[src/source/soc_defines.svh]
// soc slice sizing
// shared widths and depths for the memory path and the console UART

`ifndef SOC_DEFINES_SVH
`define SOC_DEFINES_SVH

// word address width into the SRAM
`define SOC_ADDR_W    8
// data word and byte enable widths
`define SOC_DATA_W    32
`define SOC_BE_W      4

// SRAM depth in words
`define SOC_MEM_WORDS 256

// clock cycles per UART bit
`define SOC_UART_DIV  16

// console job length in bytes
`define SOC_LEN_W     10

`endif

[src/source/uart_tx.sv]
// uart transmitter
// 8N1 serializer, one byte per frame, LSB first

`timescale 1ns/1ps

`include "soc_defines.svh"

module uart_tx (
  input  logic       clk_i,
  input  logic       rst_n_i,
  input  logic       tx_valid_i,
  input  logic [7:0] tx_byte_i,
  output logic       tx_ready_o,
  output logic       uart_tx_o
);

  localparam int DIV_W = $clog2(`SOC_UART_DIV);

  logic             busy_q;
  logic [DIV_W-1:0] div_cnt_q;
  logic [3:0]       bit_idx_q;
  // stop, data, start; bit 0 drives the line
  logic [9:0]       frame_q;

  assign tx_ready_o = ~busy_q;
  assign uart_tx_o  = frame_q[0];

  always_ff @(posedge clk_i) begin
    if (!rst_n_i) begin
      busy_q    <= 1'b0;
      div_cnt_q <= '0;
      bit_idx_q <= '0;
      frame_q   <= '1;
    end else if (!busy_q) begin
      if (tx_valid_i) begin
        busy_q    <= 1'b1;
        div_cnt_q <= '0;
        bit_idx_q <= '0;
        frame_q   <= {1'b1, tx_byte_i, 1'b0};
      end
    end else begin
      if (div_cnt_q == DIV_W'(`SOC_UART_DIV - 1)) begin
        div_cnt_q <= '0;
        bit_idx_q <= bit_idx_q + 1'b1;
        // shift in ones so the line idles high afterwards
        frame_q   <= {1'b1, frame_q[9:1]};
        if (bit_idx_q == 4'd9) begin
          busy_q <= 1'b0;
        end
      end else begin
        div_cnt_q <= div_cnt_q + 1'b1;
      end
    end
  end

endmodule

[config.mk]
export PLATFORM = sky130hd
export DESIGN_NAME = uart_tx
export DESIGN_NICKNAME = d
export VERILOG_FILES = /design/src/source/uart_tx.sv
export VERILOG_INCLUDE_DIRS = /design/src /design/src/source
export SDC_FILE = /design/constraint.sdc
export NUM_CORES = 1
export LEC_CHECK = 0
export BUFFER_PORTS_ARGS = -buffer_cell sky130_fd_sc_hd__buf_4
export CAP_MARGIN = 10
export CORE_MARGIN = 4
export CORE_UTILIZATION = 50
export CTS_BUF_LIST = sky130_fd_sc_hd__clkbuf_4
export CTS_CLUSTER_DIAMETER = 200
export DETAILED_ROUTE_END_ITERATION = 7
export GPL_TIMING_DRIVEN = 0
export PLACE_DENSITY = 0.7
export SLEW_MARGIN = 5
export SYNTH_ARGS = -nofsm -noshare
export SYNTH_HDL_FRONTEND = slang
export SYNTH_SLANG_ARGS = --single-unit
[constraint.sdc]
create_clock -name clk_i -period 1.75 [get_ports clk_i]
set_clock_uncertainty 0.15 [all_clocks]
set_input_delay 0.0875 -clock clk_i [delete_from_list [all_inputs] [get_ports clk_i]]
set_output_delay 0.0875 -clock clk_i [all_outputs]
set_load 0.02 [all_outputs]
## Word-level counts from Yosys, hierarchy flattened

Cells that the tools add are included.

- Add/subtract/negate cells: 2
- Shifts and indexed selects: 0
- Bitwise operators: 1
- Multipliers: 0
- Divide/modulo/power cells: 0
- $lt $le $gt $ge: 0
- Muxes and demuxes: 12
- Eq/ne operators: 3
- Reduce and logical (&&, ||, !) cells: 2

Operators by type and width:

| kind | count |
|---|---|
| two-way mux 10 bit | 3 |
| two-way mux 4 bit | 5 |
| adder 4 x 1 -> 4 bit (second input constant) | 2 |
| == test 4 bit (second input constant) | 2 |
| two-way mux 1 bit | 4 |
| inequality test 2 x 1 -> 1 bit (second input constant) | 1 |
| AND reduction 2 bit | 1 |
| nonzero test 2 bit | 1 |
| NOT 1 bit | 1 |

- Bits in registers: 19
- Input bits: 11
- Word-level logic and storage cells: 24
- Latch bits: 0
- Bits in read-only memories: 0
- RAM bits: 0
- Memories: 0

## Depth between registers and ports, before layout

- Depth after elaboration: 4
- Depth in mapped cells: 6

## Worst setup path before layout

No wires, ideal clock.

- Path type: register -> register
- From: register div_cnt_q[0]
- To: register bit_idx_q[3]
- Cell stages (with the launch flop): 7
- Path slack: 0.166 ns
- Path buffers: 1
- Arrival: 1.359 ns
- Setup time: 0.074 ns
- Path through: dfxtp_1 > ha_1 > and3_1 > buf_6 > nand4_2 > or3_1 > a31oi_1

- Cells in the longest elaborated chain, start to end: 3

Ends and longest elaborated chain:

| what | RTL line | source |
|---|---|---|
| from (decl) | uart_tx.sv:20 | `logic [DIV_W-1:0] div_cnt_q;` |
| from (signal assigned) | uart_tx.sv:51 | `div_cnt_q <= div_cnt_q + 1'b1;` |
| == test 4 bit | uart_tx.sv:42 | `` if (div_cnt_q == DIV_W'(`SOC_UART_DIV - 1)) begin `` |
| inequality test 2 x 1 -> 1 bit (no line) | - |  |
| AND reduction 2 bit (no line) | - |  |
| to (signal assigned) | uart_tx.sv:44 | `bit_idx_q <= bit_idx_q + 1'b1;` |
| to (decl) | uart_tx.sv:21 | `logic [3:0] bit_idx_q;` |

Every way passes these cells.
A chain may end at the register's enable or synchronous reset.

## Worst setup path after layout

Ends and elaborated chain as after synthesis.

==> qor.csv <==
stage,metric,value,unit
outcome,outcome,"complete, no violations",
worst_setup_path,crit end category,flip-flop,
routing,Pre-antenna DRT Iters,4,
synthesis,Synth area leaders,"dfxtp_1 (43%), mux2i_1 (8.3%), a31oi_1 (7.5%)",
cells_and_area,fin nets,136,
place,dpl cells,123,
floorplanning,# rows,14,
worst_setup_path,family with the most delay on the worst path,simple AND/OR/NAND/NOR gates,
worst_setup_path,r2r setup slk,0.08,ns
cells_and_area,multi-input logic area,433,um^2
cells_and_area,layout cells sized above 1,0.207,
cells_and_area,utilization after layout,0.701,
worst_setup_path,Worst Path Arrival,1.76,ns
synthesis,ys async rst share,0,
timing,WHS,0.335,ns
hold_path,Hold Path End,frame_q[0]$_SDFFE_PN1P_,
timing,Worst Tran Pin Value,0.446,ns
routing,Final ANT Viol Nets,0,
run,Max-Cap Viols,0,
place,GPL Wtd Cong,0.785,
cells_and_area,Final Instance Area,1080,um^2
synthesis,Synth cell types,24,
cells_and_area,Layout area overhead,28.8,%
worst_setup_path,worst r2r src,div_cnt_q[0]$_SDFFE_PN0P_,
synthesis,"Primary FF master, synth",dfxtp_1,
routing,routed vias,783,
worst_setup_path,Stages on worst setup path,6,
cells_and_area,Antenna Diode Count,0,
routing,post-DR wirelength/cell,12.9,um
synthesis,Syn Std Cell Area,840,um^2
worst_setup_path,Crit path largest cell delay,0.37,ns
floorplanning,Die W,49.0,um
synthesis,post-synthesis area per instance,8.75,um^2
timing,Setup TNS,0,ns
place,Place WS,-0.00924,ns
timing,final hold vios,0,
hold_path,worst hold path stage count,2,
worst_setup_path,crit path kind,flip-flop to flip-flop,
floorplanning,Initial Util,0.545,
clock_tree,Worst-path clk slew,0.10,ns
timing,fmax,598,MHz
synthesis,Gate Count Post-Synth,96,
clock_tree,CTS sink cnt,18,
clock_tree,postcts setup bufs,0,
clock_tree,clock latency at the later pin of the worst-skew pair,0.30,ns
timing,"Slew Viols, Final",0,
synthesis,most frequent cell after synthesis,dfxtp_1,
timing,Final period util,0.956,
clock_tree,CTS buffer count,3,
clock_tree,CTS tree,yes,
synthesis,post-synthesis sequential area ratio,0.429,
power,Static Leak,0.422,nW
global_route,Total Routing Usage GR,0.160,
routing,vias per cell,5.72,
place,"Cell Area, Placed",942,um^2
power,VDD IR max,0.577,mV
global_route,grt ovf,0,
worst_setup_path,data required time of the critical path,1.83,ns
timing,Final WS setup,0.0776,ns
timing,# setup viols final,0,
worst_setup_path,CP Max Fanout,6,
routing,drt total wl,1770,um
routing,DRC viols,0,
synthesis,Synth area leader,dfxtp_1,
cells_and_area,Final Non-Filler Cells,137,
floorplanning,Ports,13,
power,Total Power,0.783,mW
clock_tree,CTS max path bufs,2,
place,Detail Placement HPWL,1170,um
worst_setup_path,"Cell Chain, Critical Path",ha_2 -> and3_1 -> buf_6 -> nand4_2 -> or3_1 -> a31oi_1,
synthesis,Yosys top cell area share,0.429,
floorplanning,Die Y,49.0,um
clock_tree,htree depth,1,
synthesis,"top cells by count, synth","dfxtp_1 (18), nor3_1 (11), a31oi_1 (10)",
worst_setup_path,worst reg2reg endpoint,bit_idx_q[3]$_SDFFE_PN0P_,
worst_setup_path,CP Launch Type,flip-flop,
clock_tree,CTS root buffer,clkbuf_4,
place,IO buf count,11,
global_route,largest net degree at the start of global routing,11,
worst_setup_path,Worst R2R Path Depth,6,
global_route,vias in the first global route,741,
routing,First DRT Iteration DRCs,6,
worst_setup_path,Worst Path Buf+Inv,1,
hold_path,hold wc startpoint,frame_q[0]$_SDFFE_PN1P_,
synthesis,yosys warns,0,
synthesis,Post-synth EDFFs,0,
global_route,initial antenna violation count,0,
floorplanning,Core Region,1540,um^2
power,power per cell area,724,nW/um^2
synthesis,"Net Count, Synth",110,
timing,max_slew headroom,0.703,
cells_and_area,Register Area,363,um^2
hold_path,Min-Delay Path Class,flip-flop to flip-flop,
synthesis,Seq cells post-synth,18,
worst_setup_path,slowest CP cell,dfxtp_2,
timing,Tmin final,1.67,ns
cells_and_area,# fillers,126,
global_route,first-pass GRT wire length,3070,um
floorplanning,DIE AREA,2400,um^2
[worst register-to-register path: stages, from the launching register on]
cell and delay [ns]:
dfxtp_2 0.37, ha_2 0.21, and3_1 0.18, buf_6 0.13, nand4_2 0.10, or3_1 0.32
a31oi_1 0.15
[placed cells by master (no fill, tap or decap), drive strengths merged, types with 3 or more instances in the layout]
| master | instances |
|---|---|
| a31oi | 10 |
| o21ai | 4 |
| mux2i | 7 |
| clkbuf | 4 |
| nand3 | 3 |
| nand2 | 7 |
| dlygate4sd3 | 10 |
| nor2 | 5 |
| a21oi | 7 |
| inv | 4 |
| buf | 16 |
| dfxtp | 18 |
| ha | 3 |
| nor3 | 11 |
[logic make-up (layout without fill, tap and decap cells)]
logic type                 after synthesis  after routing  share of synthesized area
adders and majority gates                3              3                     0.0447
and+or+nand+nor                         33             33                      0.203
buffers and inverters                   11             36                     0.0670
muxes                                    7              7                     0.0835
DFF                                     18             18                      0.429
AOI/OAI and AO/OA                       24             24                      0.173
[layout make-up]
| cell class | instances | area share |
|---|---|---|
| clock buffers | 3 | 0.0208 |
| repair buffers | 21 | 0.169 |
| plain buffers | 6 | 0.0347 |
| inverters | 5 | 0.0174 |
| flip-flops and latches | 18 | 0.336 |
| well taps | 16 | 0.0185 |
| multi-input cells | 67 | 0.400 |
| clock inverters | 1 | 0.00347 |
[report_power, final]
part           switching [mW]  internal [mW]  total (mW)
registers              0.0123          0.430       0.442
clock network           0.130         0.0831       0.214
logic                  0.0637         0.0636       0.127
[flip-flops by register name, indices dropped and copies added, names as in the netlist]
name	count
frame_q	9
busy_q	1
div_cnt_q	4
bit_idx_q	4
[worst max-delay path by stage]
stage	from	end	slack (ns)
after floorplan	div_cnt_q[0]$_SDFFE_PN0P_	bit_idx_q[3]$_SDFFE_PN0P_	0.17
after global placement	div_cnt_q[0]$_SDFFE_PN0P_	bit_idx_q[1]$_SDFFE_PN0P_	-0.01
after detailed placement	div_cnt_q[0]$_SDFFE_PN0P_	bit_idx_q[1]$_SDFFE_PN0P_	-0.009
after CTS	div_cnt_q[0]$_SDFFE_PN0P_	bit_idx_q[3]$_SDFFE_PN0P_	0.03
after global routing	div_cnt_q[0]$_SDFFE_PN0P_	bit_idx_q[3]$_SDFFE_PN0P_	-0.005
final	div_cnt_q[0]$_SDFFE_PN0P_	bit_idx_q[3]$_SDFFE_PN0P_	0.08
[repair_timing]
item	4_1_cts	5_1_grt
pin swaps	0	0
hold buffers	10	0
resized for setup	1	3
hold endpoints to repair	12	0
setup endpoints to repair	10	11
[per-layer routing]
| layer | routed length [um] | GRT usage | vias up |
|---|---|---|---|
| li1 | - | - | 398 |
| met1 | 767 | 0.174 | 364 |
| met2 | 890 | 0.276 | 14 |
| met3 | 56 | 0.0367 | 7 |
| met4 | 60 | 0.0942 | 0 |
| met5 | 0 | 0 | - |
Power figures use the tool's default switching activity.
