**config.mk**
```make
export PLATFORM = sky130hd
export DESIGN_NAME = console_dma
export DESIGN_NICKNAME = d
export VERILOG_FILES = /design/src/source/soc_pkg.sv /design/src/source/console_dma.sv
export VERILOG_INCLUDE_DIRS = /design/src /design/src/source
export SDC_FILE = /design/constraint.sdc
export NUM_CORES = 1
export LEC_CHECK = 0
export ABC_AREA = 1
export BUFFER_PORTS_ARGS = -buffer_cell sky130_fd_sc_hd__clkbuf_2
export CAP_MARGIN = 20
export CELL_PAD_IN_SITES_DETAIL_PLACEMENT = 1
export CELL_PAD_IN_SITES_GLOBAL_PLACEMENT = 2
export CORE_MARGIN = 3
export CORE_UTILIZATION = 31
export CTS_CLUSTER_DIAMETER = 60
export DETAILED_ROUTE_END_ITERATION = 10
export HOLD_SLACK_MARGIN = 0.12
export PLACE_DENSITY_LB_ADDON = 0.1
export SETUP_SLACK_MARGIN = 0.4
export SLEW_MARGIN = 5
export SYNTH_ARGS = -nofsm -noshare
export SYNTH_HDL_FRONTEND = slang
export SYNTH_SLANG_ARGS = --single-unit
```
**constraint.sdc**
```tcl
create_clock -name clk_i -period 6.7 [get_ports clk_i]
set_clock_uncertainty 0.15 [all_clocks]
set_input_delay 1.675 -clock clk_i [delete_from_list [all_inputs] [get_ports clk_i]]
set_output_delay 1.675 -clock clk_i [all_outputs]
set_load 0.01 [all_outputs]
```
**src/source/soc_defines.svh**
```systemverilog
// soc slice sizing
// shared widths and depths for the memory path and the console UART

`ifndef SOC_DEFINES_SVH
`define SOC_DEFINES_SVH

// word address width into the SRAM
`define SOC_ADDR_W    8
// data word and byte enable widths
`define SOC_DATA_W    32
`define SOC_BE_W      4

// SRAM depth in words
`define SOC_MEM_WORDS 256

// clock cycles per UART bit
`define SOC_UART_DIV  16

// console job length in bytes
`define SOC_LEN_W     10

`endif

```
**src/source/soc_pkg.sv**
```systemverilog
// soc slice types
// memory request and response words plus the console print job

`include "soc_defines.svh"

package soc_pkg;

  //////////////////////////////
  // memory port
  //////////////////////////////

  // one access toward the SRAM, 45 bits
  typedef struct packed {
    logic [`SOC_ADDR_W-1:0] addr;
    logic                   we;
    logic [`SOC_DATA_W-1:0] wdata;
    logic [`SOC_BE_W-1:0]   be;
  } mem_req_t;

  // read data, one cycle after the access
  typedef struct packed {
    logic [`SOC_DATA_W-1:0] rdata;
  } mem_rsp_t;

  //////////////////////////////
  // console
  //////////////////////////////

  // base word and byte count of a print job
  typedef struct packed {
    logic [`SOC_ADDR_W-1:0] base;
    logic [`SOC_LEN_W-1:0]  len;
  } console_cmd_t;

endpackage

```
**src/source/console_dma.sv**
```systemverilog
// console DMA engine
// reads a byte string from SRAM one word at a time and
// hands the bytes, lowest first, to the UART transmitter

`timescale 1ns/1ps

`include "soc_defines.svh"

module console_dma (
  input  logic                  clk_i,
  input  logic                  rst_n_i,

  // job control
  input  logic                  start_i,
  input  soc_pkg::console_cmd_t cmd_i,
  output logic                  busy_o,

  // memory master
  output logic                  req_o,
  output soc_pkg::mem_req_t     pkt_o,
  input  logic                  gnt_i,
  input  logic                  rsp_valid_i,
  input  soc_pkg::mem_rsp_t     rsp_i,

  // byte stream to the transmitter
  output logic                  tx_valid_o,
  output logic [7:0]            tx_byte_o,
  input  logic                  tx_ready_i
);

  typedef enum logic [2:0] {
    ST_IDLE,
    ST_FETCH,
    ST_WAIT_DATA,
    ST_SEND,
    ST_DRAIN
  } state_e;

  state_e                 state_q;
  logic [`SOC_ADDR_W-1:0] addr_q;
  logic [`SOC_LEN_W-1:0]  remain_q;
  logic [1:0]             byte_idx_q;
  logic [`SOC_DATA_W-1:0] word_q;

  //////////////////////////////
  // outputs
  //////////////////////////////

  assign busy_o = (state_q != ST_IDLE);
  assign req_o  = (state_q == ST_FETCH);

  // read-only master
  assign pkt_o.addr  = addr_q;
  assign pkt_o.we    = 1'b0;
  assign pkt_o.wdata = '0;
  assign pkt_o.be    = '1;

  assign tx_valid_o = (state_q == ST_SEND);
  assign tx_byte_o  = word_q[7:0];

  //////////////////////////////
  // job FSM
  //////////////////////////////

  always_ff @(posedge clk_i) begin
    if (!rst_n_i) begin
      state_q    <= ST_IDLE;
      addr_q     <= '0;
      remain_q   <= '0;
      byte_idx_q <= '0;
    end else begin
      case (state_q)
        ST_IDLE: begin
          if (start_i) begin
            addr_q   <= cmd_i.base;
            remain_q <= cmd_i.len;
            // empty job only shows busy for one cycle
            state_q  <= (cmd_i.len == '0) ? ST_DRAIN : ST_FETCH;
          end
        end
        ST_FETCH: begin
          if (gnt_i) begin
            addr_q  <= addr_q + 1'b1;
            state_q <= ST_WAIT_DATA;
          end
        end
        ST_WAIT_DATA: begin
          if (rsp_valid_i) begin
            byte_idx_q <= '0;
            state_q    <= ST_SEND;
          end
        end
        ST_SEND: begin
          if (tx_ready_i) begin
            remain_q   <= remain_q - 1'b1;
            byte_idx_q <= byte_idx_q + 1'b1;
            if (remain_q == `SOC_LEN_W'(1)) begin
              state_q <= ST_DRAIN;
            end else if (byte_idx_q == 2'd3) begin
              // word used up, go get the next one
              state_q <= ST_FETCH;
            end
          end
        end
        ST_DRAIN: begin
          // transmitter back to idle means the last stop bit is out
          if (tx_ready_i) begin
            state_q <= ST_IDLE;
          end
        end
        default: state_q <= ST_IDLE;
      endcase
    end
  end

  // word buffer, shifted down one byte per accepted byte
  always_ff @(posedge clk_i) begin
    if (state_q == ST_WAIT_DATA && rsp_valid_i) begin
      word_q <= rsp_i.rdata;
    end else if (state_q == ST_SEND && tx_ready_i) begin
      word_q <= {8'h00, word_q[`SOC_DATA_W-1:8]};
    end
  end

endmodule

```
# [Word-level counts from Yosys, hierarchy flattened]
# Index checks and enable logic that the tools add are counted.
# Widths: inputs -> output; s select.
[totals] ff_bits=55 mem_bits_rw=0 mem_count=0 latch_bits=0 elab_cells=53 rom_bits=0
[op_classes] eq_ne=12 div=0 reduce_logical=13 multipliers=0 shifts=0 mux=20 n_addsub=3 n_lt_le_gt_ge=0 bitwise=0
[op_table] cell="$mux 32" n=2
[op_table] cell="$mux 3" n=8
[op_table] cell="$mux 10" n=2
[op_table] cell="$pmux 10 s2" n=1
[op_table] cell="$mux 8" n=2
[op_table] cell="$pmux 8 s2" n=1
[op_table] cell="$pmux 3 s5" n=1
[op_table] cell="$eq 10x1->1 const B" n=1
[op_table] cell="$logic_not 10->1" n=1
[op_table] cell="$sub 10x1->10 const B" n=1
[op_table] cell="$reduce_and 3->1" n=3
[op_table] cell="$add 8x1->8 const B" n=1
[op_table] cell="$reduce_bool 2->1" n=4
[op_table] cell="$eq 3x2->1 const B" n=2
[op_table] cell="$ne 2x2->1 const B" n=3
[op_table] cell="$reduce_and 6->1" n=1
[op_table] cell="$mux 2" n=2
[op_table] cell="$ne 2x1->1 const B" n=2
[op_table] cell="$pmux 2 s2" n=1
[op_table] cell="$eq 3x1->1 const B" n=1
[op_table] cell="$eq 3x3->1 const B" n=1
[op_table] cell="$logic_not 3->1" n=1
[op_table] cell="$ne 3x1->1 const B" n=1
[op_table] cell="$reduce_bool 3->1" n=1
[op_table] cell="other kinds (3)" n=4

# [Logic depth before layout (Yosys ltp)]
[depth] depth_word=5 ltp_mapped=10

# [Worst setup path after synthesis]
# OpenSTA, ideal clock, no wires.
[synth_path] path_kind="input to register" startpoint="in tx_ready_i" endpoint="reg byte_idx_q[0]" n_path_buf=0 cell_stages=4 setup_ps=125 arrival_time_ps=4750 path_slack_ps=1675 t_required_ps=6425 path_cell_list="inv_1 -> o21ai_0 -> o21ai_0 -> o211a_1"
[synth_between] elab_chain_cells=2
[synth_rtl] item="start: declaration" line_no="console_dma.sv:28" rtl="input logic tx_ready_i"
[synth_rtl] item="$ne 2x1->1 (no line)"
[synth_rtl] item="$reduce_and 3->1 (no line)"
[synth_rtl] item="end signal: assignment" line_no="console_dma.sv:96" rtl="byte_idx_q <= byte_idx_q + 1'b1;"
[synth_rtl] item="end: declaration" line_no="console_dma.sv:42" rtl="logic [1:0] byte_idx_q;"
# Every way passes these cells.
# A chain may end at the register's enable or synchronous reset.

# [Worst setup path in the final report]
[layout_path] startpoint="reg state_q[1]" endpoint="out tx_valid_o"
[layout_between] elab_chain_cells=1
[layout_rtl] item="start: declaration" line_no="console_dma.sv:39" rtl="state_e state_q;"
[layout_rtl] item="start signal: assignment" line_no="console_dma.sv:78" rtl="state_q <= (cmd_i.len == '0) ? ST_DRAIN : ST_FETCH;"
[layout_rtl] item="$eq 3x2->1" line_no="console_dma.sv:58" rtl="assign tx_valid_o = (state_q == ST_SEND);"
[layout_rtl] item="end: declaration" line_no="console_dma.sv:26" rtl="output logic tx_valid_o,"
# Every way passes these cells.

==> summary.md <==
| Metric | Value |
|---|---|
| Status | `finished clean` |
| Critical path type | `flop to output port` |
| Number of hold buffers added after cts | `0` |
| Final #Nets | `499` |
| Full die area | `11700 um2` |
| DR pass1 iterations | `4` |
| R2R depth | `7` |
| Hold path start | `remain_q[6]` |
| Initial Util | `32.5%` |
| Largest net degree at the start of global routing | `37` |
| LEAKAGE | `1.62 nW` |
| Final-report setup violation count | `0` |
| Design Area, Final | `3640 um2` |
| Final Wtd Congestion | `0.735` |
| Top cell type by total area after synthesis | `edfxtp_1` |
| Num Clock Sinks | `55` |
| Final min period | `3620 ps` |
| Cell count after synthesis | `376` |
| Post-synth top area share | `29.7%` |
| Total wire length | `7.60 mm` |
| Worst-margin pin slew | `746 ps` |
| Distinct cell type count after synthesis | `32` |
| Synth top cells by count | `nand2_1, buf_4, nor2_1, edfxtp_1, inv_1` |
| Port Buffers | `74` |
| Crit path to | `tx_valid_o` |
| Pins Over Slew Limit | `0` |
| Slew HR | `50.1%` |
| Clock latency on the worst-skew pair | `310 ps` |
| TritonCTS buffer count | `5` |
| CTS tree | `done` |
| Startpoint types | `flop` |
| Die W | `108 um` |
| Rows | `36` |
| Ports | `112` |
| Arr. time, crit path | `1800 ps` |
| Worst Path Max Fanout | `19` |
| Post-route setup TNS | `0 ps` |
| Initial detailed-routing violation count | `45` |
| Max clock buf depth | `2` |
| Synth Area per Inst | `8.59 um2` |
| CTS root buf | `clkbuf_8` |
| Fraction of layout cells with a size suffix above 1 | `28.9%` |
| Total of max-cap violations | `0` |
| H-tree depth | `2` |
| Post-synth EDFFs | `32` |
| Hold_ws | `337 ps` |
| Global-route wire length before repair | `12.1 mm` |
| Worst-path clk slew | `120 ps` |
| Async SR Flop Fraction | `0%` |
| Worst reg-to-reg setup slack | `4220 ps` |
| Vias in the first global route | `2445` |
| Number of routed nets with antenna violations | `0` |
| WL/cell | `13.3 um` |
| CP endpoint kind | `output port` |
| Crit share post-route | `54.1%` |
| Fin. Hold Viols | `0` |
| Core box area | `9950 um2` |
| FF-to-FF End | `byte_idx_q[0]` |
| RSZ-0062 raised after global routing | `no` |
| Vias/cell | `4.32` |
| Area contributors post-synth | `edfxtp_1, dfxtp_1, buf_4` |
| ANT cells | `0` |
| Post-DP HPWL | `5.71 mm` |
| VDD IR max | `111 uV` |
| Worst R2R Start | `state_q[1]` |
| DIE HEIGHT | `108 um` |
| Gr ovfl total | `0` |
| Cell Area, Synth | `3230 um2` |
| Total Power | `1.29 mW` |
| Crit. Startpoint | `state_q[1]` |
| Area Growth Syn to Fin | `12.5%` |
| Final Core Density | `36.5%` |
| Cts repair resizes | `0` |
| Vias post-DR | `2473` |
| Count leader, synth | `nand2_1` |
| DRC | `0` |
| Post-place instance area | `3510 um2` |
| Top_reg_cell synth | `edfxtp_1` |
| Hold WC Path Type | `flop to flop` |
| Post-CTS setup buffer count | `0` |
| Required time of the critical path | `4880 ps` |
| Sequential area share after synthesis | `44.0%` |
| Seq cells post-synth | `55` |
| Initial antenna violation count | `0` |
| GRT Resource Usage Total | `13.0%` |
| Max Clk Rate | `276 MHz` |
| Yosys warnings | `0` |
| PD cells | `356 nW/um2` |
worst min path at each step:
| stage | endpoint | cells past startpoint |
|---|---|---|
| floorplan | remain_q[6] | 2 |
| global placement | remain_q[6] | 2 |
| detailed placement | remain_q[6] | 2 |
| CTS | remain_q[6] | 2 |
| global route | remain_q[6] | 2 |
| finish | remain_q[6] | 2 |
per-stage QoR:
step / worst slack (ps) / instances
6_report: 3080 / 573
3_5_place_dp: 3160 / 564
4_1_cts: 3030 / 572
5_1_grt: 2920 / 573
2_1_floorplan: 1680 / 411
3_3_place_gp: 3230 / 564
cell usage in the layout, fill, tap and decap left out, drive strengths merged, types with 22 or more instances in the layout:
cell type | netlist | routed
clkbuf | 1 | 79
nand2 | 75 | 75
nor2 | 40 | 40
inv | 36 | 38
conb | 2 | 37
edfxtp | 32 | 32
mux2 | 24 | 24
dfxtp | 23 | 23
a21oi | 23 | 23
nand3 | 22 | 22
o21ai | 22 | 22
per-layer routing:
metal  GRT usage [%]  routed length, um
met5               0                  0
met2            22.6               3740
met4            2.43                 30
met3            2.39                384
met1            16.9               3450
where the power goes:
group / internal (mW) / switching (mW) / total [mW] / leakage (nW)
logic: 0.206 / 0.367 / 0.573 / 1.09
clock network: 0.0779 / 0.122 / 0.200 / 0.0467
registers: 0.455 / 0.0651 / 0.520 / 0.482
total: 0.739 / 0.554 / 1.29 / 1.62
flip-flops by register name, summed over array words and instances (netlist names):
| signal | cells |
|---|---|
| byte_idx_q | 2 |
| word_q | 32 |
| state_q | 3 |
| addr_q | 8 |
| remain_q | 10 |
cell families (layout without fill, tap and decap cells):
group           count (synthesis)  count (layout)  share of synthesized area [%]
compound gates                 48              48                           8.17
xor+xnor                        3               3                          0.813
fa+ha+maj                       4               4                           1.55
buf+inv                        90             119                           16.5
flops                          55              55                           44.0
mux                            24              24                           8.37
other cells                     2              37                          0.232
simple gates                  150             150                           20.4
critical path, cell delays in order (launching register included):
cell,delay [ps]
dfxtp_1,540
nand2_1,110
nor2_2,580
clkbuf_2,250
area by class of cell:
class	count	area, um2
well taps	133	166
multi-input cells	266	1420
inverters	36	135
fillers	1217	6320
clock inverters	3	27.5
repair buffers	75	398
clock buffers	5	68.8
flip-flops and latches	55	1420
No activity file was read; power rests on OpenSTA's default activity.
