<file path="config.mk">
export PLATFORM = sky130hd
export DESIGN_NAME = mem_arbiter
export DESIGN_NICKNAME = d
export VERILOG_FILES = /design/src/source/soc_pkg.sv /design/src/source/mem_arbiter.sv
export VERILOG_INCLUDE_DIRS = /design/src /design/src/source
export SDC_FILE = /design/constraint.sdc
export NUM_CORES = 1
export LEC_CHECK = 0
export BUFFER_PORTS_ARGS = -buffer_cell sky130_fd_sc_hd__clkbuf_2
export CAP_MARGIN = 30
export CELL_PAD_IN_SITES_DETAIL_PLACEMENT = 1
export CELL_PAD_IN_SITES_GLOBAL_PLACEMENT = 1
export CORE_AREA = 2 2 94 96
export CTS_CLUSTER_SIZE = 10
export DETAILED_ROUTE_END_ITERATION = 7
export DIE_AREA = 0 0 96 98
export PLACE_DENSITY = 0.81
export SYNTH_ARGS = -nofsm -noshare
export SYNTH_HDL_FRONTEND = slang
export SYNTH_SLANG_ARGS = --single-unit
</file>
<file path="constraint.sdc">
create_clock -name clk_i -period 2.4 [get_ports clk_i]
set_input_delay 0.36 -clock clk_i [delete_from_list [all_inputs] [get_ports clk_i]]
set_output_delay 0.36 -clock clk_i [all_outputs]
set_load 0.005 [all_outputs]
</file>
<file path="src/source/soc_defines.svh">
// soc slice sizing
// shared widths and depths for the memory path and the console UART

`ifndef SOC_DEFINES_SVH
`define SOC_DEFINES_SVH

// word address width into the SRAM
`define SOC_ADDR_W    8
// data word and byte enable widths
`define SOC_DATA_W    32
`define SOC_BE_W      4

// SRAM depth in words
`define SOC_MEM_WORDS 256

// clock cycles per UART bit
`define SOC_UART_DIV  16

// console job length in bytes
`define SOC_LEN_W     10

`endif

</file>
<file path="src/source/soc_pkg.sv">
// soc slice types
// memory request and response words plus the console print job

`include "soc_defines.svh"

package soc_pkg;

  //////////////////////////////
  // memory port
  //////////////////////////////

  // one access toward the SRAM, 45 bits
  typedef struct packed {
    logic [`SOC_ADDR_W-1:0] addr;
    logic                   we;
    logic [`SOC_DATA_W-1:0] wdata;
    logic [`SOC_BE_W-1:0]   be;
  } mem_req_t;

  // read data, one cycle after the access
  typedef struct packed {
    logic [`SOC_DATA_W-1:0] rdata;
  } mem_rsp_t;

  //////////////////////////////
  // console
  //////////////////////////////

  // base word and byte count of a print job
  typedef struct packed {
    logic [`SOC_ADDR_W-1:0] base;
    logic [`SOC_LEN_W-1:0]  len;
  } console_cmd_t;

endpackage

</file>
<file path="src/source/mem_arbiter.sv">
// memory arbiter
// round-robin between two peer masters on one single-port SRAM,
// response routed back to the owner of the access one cycle later

`timescale 1ns/1ps

module mem_arbiter (
  input  logic              clk_i,
  input  logic              rst_n_i,

  // master 0, host port
  input  logic              m0_req_i,
  input  soc_pkg::mem_req_t m0_pkt_i,
  output logic              m0_gnt_o,
  output logic              m0_rsp_valid_o,
  output soc_pkg::mem_rsp_t m0_rsp_o,

  // master 1, console engine
  input  logic              m1_req_i,
  input  soc_pkg::mem_req_t m1_pkt_i,
  output logic              m1_gnt_o,
  output logic              m1_rsp_valid_o,
  output soc_pkg::mem_rsp_t m1_rsp_o,

  // toward the SRAM
  output logic              mem_en_o,
  output soc_pkg::mem_req_t mem_pkt_o,
  input  soc_pkg::mem_rsp_t mem_rsp_i
);

  // high when master 1 had the last grant
  logic last_q;
  // access in flight and who owns it
  logic valid_q;
  logic owner_q;

  //////////////////////////////
  // grant
  //////////////////////////////

  // lone requester wins at once, otherwise the one not served last
  assign m0_gnt_o = m0_req_i & (~m1_req_i | last_q);
  assign m1_gnt_o = m1_req_i & (~m0_req_i | ~last_q);

  assign mem_en_o  = m0_gnt_o | m1_gnt_o;
  assign mem_pkt_o = m1_gnt_o ? m1_pkt_i : m0_pkt_i;

  always_ff @(posedge clk_i) begin
    if (!rst_n_i) begin
      last_q  <= 1'b1;
      valid_q <= 1'b0;
      owner_q <= 1'b0;
    end else begin
      valid_q <= mem_en_o;
      if (mem_en_o) begin
        last_q  <= m1_gnt_o;
        owner_q <= m1_gnt_o;
      end
    end
  end

  //////////////////////////////
  // response steering
  //////////////////////////////

  assign m0_rsp_valid_o = valid_q & ~owner_q;
  assign m1_rsp_valid_o = valid_q & owner_q;

  // rdata only shows up at its owner
  assign m0_rsp_o = m0_rsp_valid_o ? mem_rsp_i : '0;
  assign m1_rsp_o = m1_rsp_valid_o ? mem_rsp_i : '0;

endmodule

</file>
-- After elaboration in Yosys (flattened, before gate mapping)
Index checks and enable logic that the tools add are counted.
- logic and storage cells: 17
- output and inout port bits: 114
- bits in registers: 3
- input bits: 126
- bitwise logic cells: 11
- multiplexer cells: 3
- operators with widths (cell ; number):
    $mux W32 ; 2
    $mux W45 ; 1
    $and A1 B1 Y1 ; 4
    $not A1 Y1 ; 4
    $or A1 B1 Y1 ; 3

-- Longest topological paths before layout
Gate-level depths: netlist (run 1).
- depth in word-level cells: 4
- gate-level depth with buffers: 4
- depth with buffers taken out: 2

-- Least setup slack after synthesis (run 1)
OpenSTA, ideal clock, no wires.
- path type: input to output
- from: input m1_req_i
- to: output mem_pkt_o[10] (netlist bit)
- data required time: 2040 ps
- stages: 4
- setup slack: 915 ps
- path buffers: 2
- arrival time: 1125 ps
- cells stage by stage: a21boi_2 -> buf_6 -> buf_12 -> mux2_4
- RTL lines (what ; RTL line ; RTL):
    start: declaration ; mem_arbiter.sv:19 ; input logic m1_req_i,
    end: declaration ; mem_arbiter.sv:27 ; output soc_pkg::mem_req_t mem_pkt_o,

==> results of run 1 <==
## critical path, delay by kind of cell (launching register included)
kind | cells | cell delay (ns)
muxes | 1 | 0.32
AOI/OAI and AO/OA | 1 | 0.42
DFF | 1 | 0.33
buffers and inverters | 2 | 0.38
## flip-flops by register name, indices dropped and copies added (netlist names)
register / flops
last_q: 1
valid_q: 1
owner_q: 1
## cells by family (layout without fill, tap and decap cells)
kind of cell           Yosys count  in the layout  share of synthesized area (%)
AO/OA/AOI/OAI                    3              3                           1.99
multiplexers                    45             45                           49.6
buffers and inverters           14            254                           9.59
flip-flops                       3              3                           4.56
AND/OR/NAND/NOR                 72             72                           34.3
## cell type report
| type | count | area [sq um] | area share [%] |
|---|---|---|---|
| Tap cell | 108 | 135 | 5.06 |
| Clock buffer | 4 | 45.0 | 1.69 |
| Multi-Input combinational cell | 120 | 1140 | 42.6 |
| Sequential cell | 3 | 60.1 | 2.25 |
| Timing Repair Buffer | 250 | 1290 | 48.4 |
## placed cells by master (no fill, tap or decap)
cell / synthesis / final
nand2b_1: 1 / 1
a21boi_4: 0 / 1
and2_1: 35 / 35
or2b_1: 1 / 1
a21boi_0: 1 / 1
nand3_1: 1 / 1
mux2_4: 39 / 39
clkbuf_1: 8 / 1
clkbuf_2: 0 / 239
o21bai_1: 1 / 1
and3_1: 32 / 32
or2_2: 1 / 1
buf_12: 4 / 1
dfxtp_1: 3 / 3
mux2_2: 6 / 6
and2b_1: 1 / 1
buf_4: 0 / 10
clkbuf_8: 0 / 3
## synthesized netlist by cell type
cell / n / area [sq um]
mux2_4: 39 / 586
and2_1: 35 / 219
and3_1: 32 / 200
clkbuf_1: 8 / 30.0
mux2_2: 6 / 67.6
buf_12: 4 / 80.1
dfxtp_1: 3 / 60.1
a21boi_0: 1 / 7.51
a21boi_2: 1 / 11.3
and2b_1: 1 / 7.51
buf_2: 1 / 5.00
buf_6: 1 / 11.3
nand2b_1: 1 / 6.26
nand3_1: 1 / 5.00
o21bai_1: 1 / 7.51
or2_2: 1 / 6.26
or2b_1: 1 / 7.51
## per-stage QoR
stage          power [mW]  setup WS, ns  hold WS (ns)  area [sq um]
4_1_cts             0.681         0.317         0.338          2670
2_1_floorplan       0.290         0.915         0.432          1320
6_report            0.668         0.362         0.340          2670
5_1_grt             0.721         0.261         0.354          2670
3_5_place_dp        0.531         0.384         0.560          2630
3_3_place_gp        0.515         0.405         0.532          2630
## metal layers
layer / share of wire [%] / up-vias / routed length (microns) / global-route usage, %
met4: 0.52 / 0 / 34 / 1.21
li1: - / 962 / - / -
met3: 7.0 / 2 / 462 / 1.39
met2: 57 / 92 / 3740 / 25.5
met1: 35 / 908 / 2330 / 13.8
met5: 0 / - / 0 / 0
## worst paths after layout
check                from            to  slack [ns]  cells past startpoint
setup / recovery   last_q  mem_pkt_o[9]        0.36                      4
hold / removal    rst_n_i        last_q        0.34                      2
setup reg to reg  owner_q       owner_q        1.46                      3
hold reg to reg    last_q        last_q        0.56                      2
## power groups by stage
stage                     sequential, mW  combinational, mW  clock, mW
after floorplan                   0.0580              0.232          0
after global placement            0.0569              0.458          0
after detailed placement          0.0573              0.474          0
after CTS                         0.0567              0.476      0.149
after global routing              0.0571              0.512      0.152
final                             0.0566              0.468      0.144
==> flow_metrics.env, run 1 <==
export IMPL_drt_pass1_iter_count=4
export IMPL_hpwlAfterDp_mm=5.97
export IMPL_fin_skew_ns=0.000739
export IMPL_crit_chain="a21boi_4 -> buf_12 -> mux2_4 -> clkbuf_2"
export IMPL_p_seq_share_pct=8.5
export IMPL_fillCellCount=1082
export IMPL_crit_type="reg -> out"
export IMPL_dieArea_sq_um=9410
export IMPL_final_setup_tns_ns=0
export IMPL_cts_tree="done"
export IMPL_ys_seq_area_share_pct=4.56
export IMPL_p_leak_nw=1.76
export IMPL_rsz0062_at_grt="no"
export IMPL_htreeDepth=1
export IMPL_p_sw_mw=0.216
export IMPL_diodes=0
export IMPL_syn_inst=137
export IMPL_grt_ovfl_total=0
export IMPL_grt_total_usage_pct=12.5
export IMPL_grt_pass1_vias=1987
export IMPL_wl_per_cell_microns=13.5
export IMPL_comb_power_share_pct=70.0
export IMPL_cts_sinks=3
export IMPL_postCtsHoldBufs=0
export IMPL_setup_viol=0
export IMPL_clkTransAtPathRegs_ns=0.03
export IMPL_vias=1964
export IMPL_arrival_ns=1.68
export IMPL_slew_headroom_pct=43.9
export IMPL_syn_area_sq_um=1320
export IMPL_avgSynthCellArea_sq_um=9.62
export IMPL_cts_buffers=3
export IMPL_fp_dieH_microns=98
export IMPL_final_util_pct=31.5
export IMPL_ioPinCount=240
export IMPL_portBuffers=239
export IMPL_final_cells=485
export IMPL_cp_max_fo=21
export IMPL_grt_max_degree=35
export IMPL_slowest_delay_ns=0.42
export IMPL_totalWireLength_mm=6.56
export IMPL_viasPerCell=4.05
export IMPL_syn_to_final_growth_pct=103
export IMPL_switching_share_pct=32.4
export IMPL_placed_cells=481
export IMPL_fin_crit_ns=2.04
export IMPL_drive_above_1_share_pct=79.6
export IMPL_grt_pass1_wl_mm=9.62
export IMPL_initial_core_util_pct=15.6
export IMPL_start_kind="flip-flop"
export IMPL_synth_distinct_cells=17
export IMPL_maxCapViolCount=0
export IMPL_antenna_found_initial=0
export IMPL_power_frac_clock_pct=21.6
export IMPL_hold_path_class="in -> reg"
export IMPL_synth_nets=263
export IMPL_drc=0
export IMPL_fmax_mhz=491
export IMPL_tightest_slew_ns=0.841
export IMPL_clk_latency_ns=0.21
export IMPL_ant_nets=0
export IMPL_initialDrtViolationCount=25
export IMPL_layout_nets=504
export IMPL_yosys_register_bits=3
export IMPL_ctsRootBufferMaster="clkbuf_8"
export IMPL_maxSlewViolCount=0
export IMPL_dieWidth_microns=96
export IMPL_clockBufferDepth=2
export IMPL_outcome="finished clean"
export IMPL_worst_path_max_delay_cell="a21boi_4"
export IMPL_core_area_sq_um=8470
export IMPL_cts_resized=0
export IMPL_ys_warnings_count=0
export IMPL_p_int_mw=0.452
export IMPL_setup_worst_path_end_class="output pin"
export IMPL_cts_setup_buffers=0
export IMPL_cp_data_required_time_ns=2.04
export IMPL_vdd_drop_max_uv=210
export IMPL_hold_viol_final=0
export IMPL_p_per_area_nw_per_um2=250
export IMPL_rows=34
export IMPL_min_period_over_period_pct=84.9
export IMPL_place_gp_congestion=0.714
Power figures use the tool's default switching activity.
==> run 2, diff against run 1 <==
- CORE_AREA: 2 2 94 96 -> default
- CORE_UTILIZATION: default -> 14
- DIE_AREA: 0 0 96 98 -> default
- PLACE_DENSITY: 0.81 -> 0.77
- clock period: 2.4 -> 1.8 ns (I/O delays scaled with it)
==> run 2 against run 1 <==
  * Final area decreased by 0.42%
  * Core utilization decreased by 2.6 points
  * Sequential share of layout area increased by 0.057 points
  * Largest power group unchanged
  * First-iteration DRC count increased by 44%
  * Register-to-register slack got worse by 0.61 ns
  * Critical path type unchanged
  * Global-route usage increased by 2.5 points
==> flow_metrics.env, run 2 (same netlist as run 1, synthesis figures left out) <==
export IMPL_grt_pass1_wl_mm=11.2
export IMPL_cp_data_required_time_ns=1.53
export IMPL_fin_crit_ns=1.77
export IMPL_antenna_found_initial=0
export IMPL_cts_tree="done"
export IMPL_p_int_mw=0.602
export IMPL_cts_buffers=3
export IMPL_ctsRootBufferMaster="clkbuf_8"
export IMPL_rsz0062_at_grt="yes"
export IMPL_fmax_mhz=565
export IMPL_drt_pass1_iter_count=6
export IMPL_min_period_over_period_pct=98.3
export IMPL_r2r_slack_ns=0.85
export IMPL_clockBufferDepth=2
export IMPL_pre_cts_slack_ns=0.111
export IMPL_p_sw_mw=0.317
export IMPL_hold_viol_final=0
export IMPL_wl_per_cell_microns=16.7
export IMPL_syn_to_final_growth_pct=102
export IMPL_clk_latency_ns=0.22
export IMPL_grt_max_degree=47
export IMPL_comb_power_share_pct=70.2
export IMPL_hpwlAfterDp_mm=7.02
export IMPL_portBuffers=239
export IMPL_switching_share_pct=34.5
export IMPL_totalWireLength_mm=8.07
export IMPL_power_total_mw=0.919
export IMPL_maxSlewViolCount=0
export IMPL_initial_core_util_pct=14.3
export IMPL_vdd_drop_max_uv=239
export IMPL_ant_nets=0
export IMPL_power_frac_clock_pct=21.5
export IMPL_start_kind="flip-flop"
export IMPL_core_area_sq_um=9200
export IMPL_dieArea_sq_um=9800
export IMPL_p_seq_share_pct=8.3
export IMPL_reg_largest_list="last_q: 1 flops, owner_q: 1 flops, valid_q: 1 flops"
export IMPL_layout_nets=498
export IMPL_initialDrtViolationCount=36
export IMPL_arrival_ns=1.50
export IMPL_ioPinCount=240
export IMPL_cts_sinks=3
export IMPL_setup_viol=0
export IMPL_outcome="finished clean"
export IMPL_clkTransAtPathRegs_ns=0.03
export IMPL_fp_dieH_microns=99.0
export IMPL_rows=35
export IMPL_holdWs_ns=0.243
export IMPL_viasPerCell=4.15
export IMPL_layout_common_cells="clkbuf_2 (239), mux2_4 (42), and2_1 (35)"
export IMPL_final_common_cell="clkbuf_2"
export IMPL_finalWorstSetupSlack_ns=0.0314
export IMPL_diodes=0
export IMPL_drive_above_1_share_pct=79.5
export IMPL_cp_max_fo=23
export IMPL_crit_type="reg -> out"
export IMPL_grt_pass1_vias=2002
export IMPL_fin_skew_ns=0.00260
export IMPL_maxCapViolCount=0
export IMPL_place_gp_congestion=0.763
export IMPL_vias=1998
export IMPL_setup_worst_path_end_class="output pin"
export IMPL_p_leak_nw=1.75
export IMPL_grt_total_usage_pct=15.0
export IMPL_grt_ovfl_total=0
export IMPL_tightest_slew_ns=0.274
export IMPL_htreeDepth=1
export IMPL_slew_headroom_pct=81.7
export IMPL_hold_path_class="in -> reg"
export IMPL_drc=0
export IMPL_p_per_area_nw_per_um2=345
export IMPL_dieWidth_microns=99.0
==> run 2: metal layers <==
| layer | vias to the layer above | GRT usage, % | share of wire [%] |
|---|---|---|---|
| li1 | 947 | - | - |
| met1 | 901 | 15.7 | 36 |
| met2 | 138 | 27.6 | 49 |
| met3 | 12 | 4.04 | 10 |
| met4 | 0 | 7.12 | 4.3 |
| met5 | - | 0 | 0 |
==> run 2: final timing paths <==
check | start | to | cells past startpoint
worst min-delay path | rst_n_i | last_q | 2
worst min register to register | last_q | last_q | 2
worst max register to register | owner_q | owner_q | 3
worst max-delay path | last_q | mem_pkt_o[32] | 4
==> run 2: critical path: stages (launching register included) <==
cell	delay (ns)
dfxtp_2	0.33
a21boi_4	0.23
buf_12	0.24
mux2_4	0.32
clkbuf_2	0.14
==> run 2: power by group through the flow <==
stage	clock network, mW	logic, mW	registers [mW]
CTS	0.203	0.645	0.0762
detailed placement	0	0.636	0.0767
finish	0.197	0.645	0.0762
floorplan	0	0.310	0.0773
global placement	0	0.624	0.0759
global route	0.209	0.698	0.0769
==> run 2: area by class of cell <==
class / instances / area, sq um
fillers: 1170 / 6540
repair buffers: 244 / 1260
multi-input cells: 120 / 1150
well taps: 111 / 139
flip-flops and latches: 3 / 61.3
clock buffers: 4 / 45.0
==> run 2: repair_timing <==
item,in CTS,in global routing
cloned,0,1
buffers inserted,0,0
setup endpoints to repair,8,37
hold buffers,0,0
resized for setup,4,0
==> run 2: metrics by stage <==
step	area (sq um)	TNS, ns	utilization [%]	cells
after floorplan	1320	0	-	137
after global placement	2580	0	28.0	477
after detailed placement	2580	0	28.0	477
after CTS	2630	-0.000386	28.6	481
after global routing	2660	-0.0935	28.9	482
final	2660	0	28.9	482
